**src/verilog/switch_settings.svh**
```systemverilog
`ifndef SWITCH_SETTINGS_SVH
`define SWITCH_SETTINGS_SVH

// payload word width in bits
`define DATA_WIDTH      32

// switch ports, sets the width of a port number
`define PORT_NUB_TOTAL  8

// length field range, legal lengths are 1 .. DATA_LENGTH_MAX-1
`define DATA_LENGTH_MAX 64

// payload FIFO entries
`define FIFO_DEPTH      64

`endif
```
**src/verilog/switch_pkg.sv**
```systemverilog
`include "switch_settings.svh"

package switch_pkg;

    // ==================================================
    // widths
    // ==================================================
    localparam int PORT_SEL_W = $clog2(`PORT_NUB_TOTAL);
    localparam int LENGTH_W   = $clog2(`DATA_LENGTH_MAX);
    localparam int HDR_RSVD_W = `DATA_WIDTH - 8 - 2 * PORT_SEL_W - LENGTH_W;

    localparam logic [7:0] HDR_MARKER = 8'hA5;   // first byte of every header

    // config register map
    localparam logic [1:0] CFG_ADDR_CTRL  = 2'd0;
    localparam logic [1:0] CFG_ADDR_SRC   = 2'd1;
    localparam logic [1:0] CFG_ADDR_COUNT = 2'd2;

    typedef logic [PORT_SEL_W-1:0]  port_sel_t;
    typedef logic [LENGTH_W-1:0]    length_t;
    typedef logic [`DATA_WIDTH-1:0] data_word_t;

    typedef struct packed {
        logic [7:0]            marker;
        port_sel_t             src_port;
        port_sel_t             dest_port;
        length_t               length;
        logic [HDR_RSVD_W-1:0] reserved;
    } pkt_hdr_t;

    // outgoing word, header beat or raw payload
    typedef union packed {
        pkt_hdr_t   hdr;
        data_word_t raw;
    } pkt_word_u;

endpackage

```
**src/verilog/rd_path_if.sv**
```systemverilog
`timescale 1ns/100ps

// per-cycle commands from the read controller to the output formatter
interface rd_path_if;

    logic                  fifo_rd_en;  // pop FIFO head this cycle
    logic                  out_valid;
    logic                  out_sel;     // 1 = header beat
    logic                  last;        // final payload beat
    switch_pkg::port_sel_t rx;
    switch_pkg::length_t   length;

    modport ctrl (
        output fifo_rd_en,
        output out_valid,
        output out_sel,
        output last,
        output rx,
        output length
    );

    // fifo_rd_en goes to the FIFO straight from the instance
    modport fmt (
        input  out_valid,
        input  out_sel,
        input  last,
        input  rx,
        input  length
    );

endinterface

```
**src/verilog/switch_in_port.sv**
```systemverilog
`timescale 1ns/100ps

module switch_in_port (
    input  logic                   clk,
    input  logic                   rst_n,
    // payload write side
    input  logic                   wr_en,
    input  switch_pkg::data_word_t wr_data,
    output logic                   full,
    // config bus
    input  logic                   cfg_we,
    input  logic [1:0]             cfg_addr,
    input  switch_pkg::data_word_t cfg_wdata,
    output switch_pkg::data_word_t cfg_rdata,
    // request and grant
    input  logic                   start,
    input  switch_pkg::port_sel_t  rx_in,
    input  switch_pkg::length_t    data_length,
    input  logic                   ready_in,
    output logic                   ready,
    output switch_pkg::port_sel_t  rx_out,
    // packet out
    output logic                   pkt_valid,
    output switch_pkg::data_word_t pkt_data,
    output logic                   pkt_last
);

    rd_path_if rd_if ();

    switch_pkg::data_word_t fifo_rd_data;
    logic                   fifo_empty;    // watched by the bound checks
    logic                   port_enable;
    switch_pkg::port_sel_t  src_port;
    logic                   pkt_done;

    packet_fifo packet_fifo_inst (
        .clk     (clk),
        .rst_n   (rst_n),
        .wr_en   (wr_en),
        .wr_data (wr_data),
        .rd_en   (rd_if.fifo_rd_en),
        .rd_data (fifo_rd_data),
        .full    (full),
        .empty   (fifo_empty)
    );

    in_rd_controller_fsm in_rd_controller_fsm_inst (
        .clk         (clk),
        .rst_n       (rst_n),
        .start       (start),
        .rx_in       (rx_in),
        .data_length (data_length),
        .ready_in    (ready_in),
        .port_enable (port_enable),
        .ready       (ready),
        .rx_out      (rx_out),
        .pkt_done    (pkt_done),
        .rd          (rd_if.ctrl)
    );

    port_cfg_regs port_cfg_regs_inst (
        .clk         (clk),
        .rst_n       (rst_n),
        .cfg_we      (cfg_we),
        .cfg_addr    (cfg_addr),
        .cfg_wdata   (cfg_wdata),
        .pkt_done    (pkt_done),
        .cfg_rdata   (cfg_rdata),
        .port_enable (port_enable),
        .src_port    (src_port)
    );

    out_formatter out_formatter_inst (
        .clk       (clk),
        .rst_n     (rst_n),
        .rd_data   (fifo_rd_data),
        .src_port  (src_port),
        .pkt_valid (pkt_valid),
        .pkt_data  (pkt_data),
        .pkt_last  (pkt_last),
        .rd        (rd_if.fmt)
    );

endmodule

```
**src/verilog/out_formatter.sv**
```systemverilog
`timescale 1ns/100ps

module out_formatter (
    input  logic                   clk,
    input  logic                   rst_n,
    input  switch_pkg::data_word_t rd_data,
    input  switch_pkg::port_sel_t  src_port,
    output logic                   pkt_valid,
    output switch_pkg::data_word_t pkt_data,
    output logic                   pkt_last,
    rd_path_if.fmt                 rd
);

    switch_pkg::pkt_word_u word_n;
    switch_pkg::pkt_word_u word_q;

    // ==================================================
    // header or payload select
    // ==================================================
    always_comb begin
        word_n = '0;
        if (rd.out_sel) begin
            word_n.hdr.marker    = switch_pkg::HDR_MARKER;
            word_n.hdr.src_port  = src_port;
            word_n.hdr.dest_port = rd.rx;
            word_n.hdr.length    = rd.length;
            word_n.hdr.reserved  = '0;
        end else begin
            word_n.raw = rd_data;   // FIFO head, valid this cycle
        end
    end

    // ==================================================
    // output registers
    // ==================================================
    always_ff @(posedge clk or negedge rst_n) begin
        if (!rst_n) begin
            pkt_valid <= 1'b0;
            pkt_last  <= 1'b0;
        end else begin
            pkt_valid <= rd.out_valid;
            pkt_last  <= rd.last;
        end
    end

    // data holds between packets
    always_ff @(posedge clk) begin
        if (rd.out_valid) begin
            word_q <= word_n;
        end
    end

    assign pkt_data = word_q.raw;

endmodule

```
**src/verilog/port_cfg_regs.sv**
```systemverilog
`timescale 1ns/100ps

module port_cfg_regs (
    input  logic                   clk,
    input  logic                   rst_n,
    input  logic                   cfg_we,
    input  logic [1:0]             cfg_addr,
    input  switch_pkg::data_word_t cfg_wdata,
    input  logic                   pkt_done,
    output switch_pkg::data_word_t cfg_rdata,
    output logic                   port_enable,
    output switch_pkg::port_sel_t  src_port
);

    localparam int CNT_W = 16;

    logic                  enable_reg;
    switch_pkg::port_sel_t src_reg;
    logic [CNT_W-1:0]      pkt_cnt;

    // ==================================================
    // writable registers
    // ==================================================
    always_ff @(posedge clk or negedge rst_n) begin
        if (!rst_n) begin
            enable_reg <= 1'b0;
            src_reg    <= '0;
        end else if (cfg_we) begin
            if (cfg_addr == switch_pkg::CFG_ADDR_CTRL) begin
                enable_reg <= cfg_wdata[0];
            end
            if (cfg_addr == switch_pkg::CFG_ADDR_SRC) begin
                src_reg <= cfg_wdata[switch_pkg::PORT_SEL_W-1:0];
            end
        end
    end

    // packet counter, software clear has priority over a finished packet
    always_ff @(posedge clk or negedge rst_n) begin
        if (!rst_n) begin
            pkt_cnt <= '0;
        end else if (cfg_we && (cfg_addr == switch_pkg::CFG_ADDR_COUNT)) begin
            pkt_cnt <= '0;
        end else if (pkt_done) begin
            pkt_cnt <= pkt_cnt + 1'b1;   // wraps
        end
    end

    // read mux
    always_comb begin
        cfg_rdata = '0;
        case (cfg_addr)
            switch_pkg::CFG_ADDR_CTRL:  cfg_rdata[0] = enable_reg;
            switch_pkg::CFG_ADDR_SRC:   cfg_rdata[switch_pkg::PORT_SEL_W-1:0] = src_reg;
            switch_pkg::CFG_ADDR_COUNT: cfg_rdata[CNT_W-1:0] = pkt_cnt;
            default:                    cfg_rdata = '0;
        endcase
    end

    assign port_enable = enable_reg;
    assign src_port    = src_reg;

endmodule

```
**src/verilog/in_rd_controller_fsm.sv**
```systemverilog
`timescale 1ns/100ps

module in_rd_controller_fsm (
    input  logic                  clk,
    input  logic                  rst_n,
    input  logic                  start,
    input  switch_pkg::port_sel_t rx_in,
    input  switch_pkg::length_t   data_length,
    input  logic                  ready_in,
    input  logic                  port_enable,
    output logic                  ready,
    output switch_pkg::port_sel_t rx_out,
    output logic                  pkt_done,
    rd_path_if.ctrl               rd
);

    localparam logic [2:0] IDLE = 3'b000;
    localparam logic [2:0] WAIT = 3'b001;
    localparam logic [2:0] LOAD = 3'b011;
    localparam logic [2:0] RD   = 3'b010;
    localparam logic [2:0] DONE = 3'b111;

    logic [2:0]            state;
    logic [2:0]            state_n;
    switch_pkg::length_t   len_reg;
    switch_pkg::length_t   cnt;
    switch_pkg::port_sel_t rx_reg;
    logic                  accept;
    logic                  cnt_last;

    // request only taken when idle and enabled, otherwise lost
    assign accept   = (state == IDLE) && start && port_enable;
    assign cnt_last = (cnt == len_reg - 1'b1);

    // ==================================================
    // request registers
    // ==================================================
    always_ff @(posedge clk or negedge rst_n) begin
        if (!rst_n) begin
            len_reg <= '0;
            rx_reg  <= '0;
        end else if (accept) begin
            len_reg <= data_length;
            rx_reg  <= rx_in;
        end
    end

    // payload beat counter
    always_ff @(posedge clk or negedge rst_n) begin
        if (!rst_n) begin
            cnt <= '0;
        end else if (state == DONE) begin
            cnt <= '0;
        end else if (state == RD) begin
            cnt <= cnt + 1'b1;
        end
    end

    // ==================================================
    // state machine
    // ==================================================
    always_ff @(posedge clk or negedge rst_n) begin
        if (!rst_n) begin
            state <= IDLE;
        end else begin
            state <= state_n;
        end
    end

    always_comb begin
        state_n = state;
        case (state)
            IDLE: begin
                if (accept) begin
                    state_n = WAIT;
                end
            end
            WAIT: begin
                if (ready_in) begin      // grant level
                    state_n = LOAD;
                end
            end
            LOAD: state_n = RD;          // header beat
            RD: begin
                if (cnt_last) begin
                    state_n = DONE;
                end
            end
            DONE: state_n = IDLE;
            default: state_n = IDLE;
        endcase
    end

    // outputs decoded from state
    assign ready         = accept;
    assign pkt_done      = (state == DONE);
    assign rx_out        = rx_reg;

    assign rd.fifo_rd_en = (state == RD);
    assign rd.out_valid  = (state == LOAD) || (state == RD);
    assign rd.out_sel    = (state == LOAD);
    assign rd.last       = (state == RD) && cnt_last;
    assign rd.rx         = rx_reg;
    assign rd.length     = len_reg;

endmodule

```
**src/verilog/packet_fifo.sv**
```systemverilog
`timescale 1ns/100ps
`include "switch_settings.svh"

module packet_fifo (
    input  logic                   clk,
    input  logic                   rst_n,
    input  logic                   wr_en,
    input  switch_pkg::data_word_t wr_data,
    input  logic                   rd_en,
    output switch_pkg::data_word_t rd_data,
    output logic                   full,
    output logic                   empty
);

    localparam int DEPTH  = `FIFO_DEPTH;
    localparam int ADDR_W = $clog2(DEPTH);

    switch_pkg::data_word_t mem [DEPTH];

    // extra msb on each pointer tells full from empty
    logic [ADDR_W:0] wr_ptr;
    logic [ADDR_W:0] rd_ptr;
    logic            wr_ok;
    logic            rd_ok;

    assign empty = (wr_ptr == rd_ptr);
    assign full  = (wr_ptr[ADDR_W-1:0] == rd_ptr[ADDR_W-1:0]) &&
                   (wr_ptr[ADDR_W] != rd_ptr[ADDR_W]);

    assign wr_ok = wr_en && !full;   // overflow write dropped
    assign rd_ok = rd_en && !empty;  // underflow read dropped

    // ==================================================
    // storage
    // ==================================================
    always_ff @(posedge clk) begin
        if (wr_ok) begin
            mem[wr_ptr[ADDR_W-1:0]] <= wr_data;
        end
    end

    // show-ahead, head word always on the output
    assign rd_data = mem[rd_ptr[ADDR_W-1:0]];

    // ==================================================
    // pointers
    // ==================================================
    always_ff @(posedge clk or negedge rst_n) begin
        if (!rst_n) begin
            wr_ptr <= '0;
        end else if (wr_ok) begin
            wr_ptr <= wr_ptr + 1'b1;
        end
    end

    always_ff @(posedge clk or negedge rst_n) begin
        if (!rst_n) begin
            rd_ptr <= '0;
        end else if (rd_ok) begin
            rd_ptr <= rd_ptr + 1'b1;
        end
    end

endmodule

```
**config.mk**
```make
export PLATFORM = sky130hd
export DESIGN_NAME = switch_in_port
export DESIGN_NICKNAME = d
export VERILOG_FILES = /design/src/verilog/switch_pkg.sv /design/src/verilog/rd_path_if.sv /design/src/verilog/switch_in_port.sv /design/src/verilog/out_formatter.sv /design/src/verilog/port_cfg_regs.sv /design/src/verilog/in_rd_controller_fsm.sv /design/src/verilog/packet_fifo.sv
export VERILOG_INCLUDE_DIRS = /design/src /design/src/verilog
export SDC_FILE = /design/constraint.sdc
export NUM_CORES = 2
export LEC_CHECK = 0
export BUFFER_PORTS_ARGS = -buffer_cell sky130_fd_sc_hd__buf_2
export CAP_MARGIN = 20
export CORE_MARGIN = 5
export CORE_UTILIZATION = 62
export DETAILED_ROUTE_END_ITERATION = 10
export GPL_ROUTABILITY_DRIVEN = 1
export PLACE_DENSITY = 0.79
export SYNTH_ARGS = -nofsm -noshare
export SYNTH_HDL_FRONTEND = slang
export SYNTH_SLANG_ARGS = --single-unit
```
**constraint.sdc**
```tcl
create_clock -name clk -period 4.8 [get_ports clk]
set_input_delay 0.72 -clock clk [delete_from_list [all_inputs] [get_ports clk]]
set_output_delay 0.72 -clock clk [all_outputs]
set_load 0.05 [all_outputs]
```
==> out/summary.txt <==
Status: finished, final reports clean
# setup viols final: 0
Inst Count DP: 5444
Synth top cells by count: 2080 x edfxtp_1, 534 x mux4_2, 134 x nor2_1, 88 x mux2i_1, 70 x buf_4
Via count: 41700
Area of placed instances: 0.0855 mm^2
Core box area: 0.132 mm^2
Clock Tree Root: clkbuf_16
Mapped Cells: 3666
Crit end category: flip-flop
Mean Syn Cell Area: 22.5 um^2
Post-synth cell types: 63
Design Area, Final: 0.0924 mm^2
NumNets Final: 4003
Die Ht: 374 um
CP Cell Sequence: buf_4, buf_4, mux4_2, mux2_2, a221oi_1, a221o_1, o21ai_1
Fmax: 264 MHz
CP max stage cell: buf_4
Max FO, Critical Path: 57
P_leak: 29.2 nW
Sequential share of the synthesized area: 77.5%
Row cnt: 133
Die X: 374 um
Asr flop ratio synth: 2.53%
Total GRT Usage: 30.8%
TritonCTS clock tree: built
Vias/cell: 7.14
Min-delay worst type: input port to asynchronous set/reset pin
Worst-Skew Late Latency: 0.83 ns
Number of synthesized flops with an enable pin: 2080
Grt ovf: 0
Critical Path Source: packet_fifo_inst.rd_ptr[1]$_DFFE_PN0P_
Global-route wire length before repair: 305000 um
Yosys warns: 0
Clock group share of total power: 29.3%
Clock sink total: 2134
Post-CTS resize count: 0
Worst-margin pin slew: 1.19 ns
Setup TNS: 0 ns
Utilization after layout: 70.1%
Flops & latches, synth: 2134
Crit path DAT: 4.33 ns
Iteration-0 DRC Markers: 6682
1st-pass router iterations: 6
RSZ-0062 raised after global routing: no
Vias in the first global route: 42000
Top-Level Pins: 152
Startpoint types: flip-flop
Worst R2R Start: packet_fifo_inst.rd_ptr[1]$_DFFE_PN0P_
Cell taking the most area after synthesis: edfxtp_1
Largest net degree at the start of global routing: 118
Post-CTS setup buffer count: 0
Hold violation count in the final report: 0
Final Critical Period: 3.79 ns
Hold WS: 0.0348 ns
Area of the die: 0.140 mm^2
Post-Syn Area: 0.0824 mm^2
H-tree level count: 4
Clock slew at reported path FFs: 0.06 ns
Fin. max-slew vios: 0
Comb power frac: 28.8%
Area taken by multi-input logic gates: 0.0178 mm^2
Max FFs per register: 2048
Worst IR Drop VDD: 714 uV
Layout Cells excl Fill: 5841
PD cells: 575 mW/mm^2
Sequential cell fraction of total power: 41.9%
Clock skew: 0.0398 ns
Most used cell, CP: buf_4
Most used DFF post-synth: edfxtp_1
Initial antenna violation count: 14
Hold-fix buffers at CTS: 0
Fillers: 7396
Largest cells by area after synthesis: edfxtp_1 76%, mux4_2 15%, dfrtp_1 1.6%
Port Buf Inserts: 106
Drc violations: 0
Starting Density: 62.5%
Final GP Congestion: 0.816
Worst-case clock buffer depth: 3
R2R Setup Slk: 1.01 ns
Final period util: 78.9%
TritonCTS buffer count: 202
Final HPWL from detailed placement: 110000 um
CP Data Required Time: 5.34 ns
Switching Share: 31.3%
Post-synth top area share: 75.8%
Avg WL per Cell: 37.0 um
Final WL: 216000 um
Slew headroom: 20.6%
Max cap viols: 0
Fraction of layout cells with a size suffix above 1: 28.7%
Internal Pwr Total: 0.0365 W
Crit-path max cell delay: 0.80 ns
Net load switching power: 0.0166 W
Routed Antenna Nets: 0
P&R area growth vs syn: 12.2%
Most frequent cell after synthesis: edfxtp_1
Reg area: 0.0638 mm^2
Crit Path Class: flip-flop to flip-flop
==> power by group through the flow <==
stage / Combinational (W) / Sequential [W] / Clock (W)
after detailed placement: 0.0149 / 0.0226 / 0
after floorplan: 0.0101 / 0.0227 / 0
final: 0.0153 / 0.0222 / 0.0156
after global routing: 0.0160 / 0.0223 / 0.0166
after CTS: 0.0152 / 0.0222 / 0.0157
after global placement: 0.0147 / 0.0225 / 0
==> kinds of logic (layout without fill, tap and decap cells) <==
kind of cell               Yosys count  in the layout  share of synthesized area [%]
AOI/OAI and AO/OA                  261            261                           2.23
xor gates and xnor gates            42             42                          0.447
adders and majority gates            9              9                          0.137
buffers and inverters              231            628                           1.62
DFF                               2134           2134                           77.5
muxes                              656            656                           16.1
other                                1             24                        0.00455
and+or+nand+nor                    332            332                           1.96
==> layer usage <==
metal | global-route usage (%) | share of wire (%) | vias to the layer above
li1 | - | - | 16000
met1 | 41.0 | 33 | 21600
met2 | 48.3 | 48 | 3523
met3 | 8.18 | 13 | 623
met4 | 14.9 | 5.4 | 4
met5 | 0 | 0.013 | -
==> worst max-delay path, delay by kind of cell, from the launching register on <==
family / cells / cell delay (ns)
multiplexers: 2 / 0.72
AO/OA/AOI/OAI: 3 / 0.72
flip-flops: 1 / 0.54
buffers and inverters: 2 / 1.43
==> metrics by stage <==
| step | power [W] | setup WS, ns |
|---|---|---|
| after floorplan | 0.0329 | 1.27 |
| after global placement | 0.0372 | 1.02 |
| after detailed placement | 0.0375 | 0.990 |
| after CTS | 0.0531 | 0.946 |
| after global routing | 0.0548 | 0.935 |
| final | 0.0531 | 1.01 |
==> worst paths after layout <==
kind	to	depth (start not counted)
hold / removal	port_cfg_regs_inst.pkt_cnt[13]$_DFFE_PN0P_	2
hold reg to reg	packet_fifo_inst.rd_ptr[6]$_DFFE_PN0P_	1
min in group clk	in_rd_controller_fsm_inst.rd.length[1]$_DFFE_PN0P_	3
max in group asynchronous	packet_fifo_inst.rd_ptr[1]$_DFFE_PN0P_	2
setup reg to reg	out_formatter_inst.pkt_data[0]$_SDFFCE_PP0P_	7
setup / recovery	out_formatter_inst.pkt_data[0]$_SDFFCE_PP0P_	7
==> cell usage in the layout (no fill, tap or decap), types with 14 or more instances in the layout <==
master	n
clkinv_2	29
o21ai_0	22
clkbuf_16	206
and2_1	17
buf_2	106
o22ai_1	26
mux2i_1	88
mux2_2	34
bufinv_16	14
a21oi_1	41
a22oi_1	49
clkbuf_1	42
mux4_2	534
xor2_1	18
conb_1	16
edfxtp_1	2080
xnor2_1	24
nor2b_1	15
dfrtp_1	49
buf_4	100
clkinv_1	53
a211oi_1	18
a221oi_1	18
nand3_1	28
nor2_4	64
nor2_1	70
a31oi_1	15
nand2_1	56
buf_12	36
==> area by class of cell <==
type	count	share of cell area, %
clock inverter	117	1.12
clock buffer	252	5.81
tap	1755	2.38
antenna	8	0.0217
inverter	13	0.0528
multi-input combinational	1316	19.2
sequential	2134	69.1
timing repair buffer	246	2.29
Power figures use the tool's default switching activity.
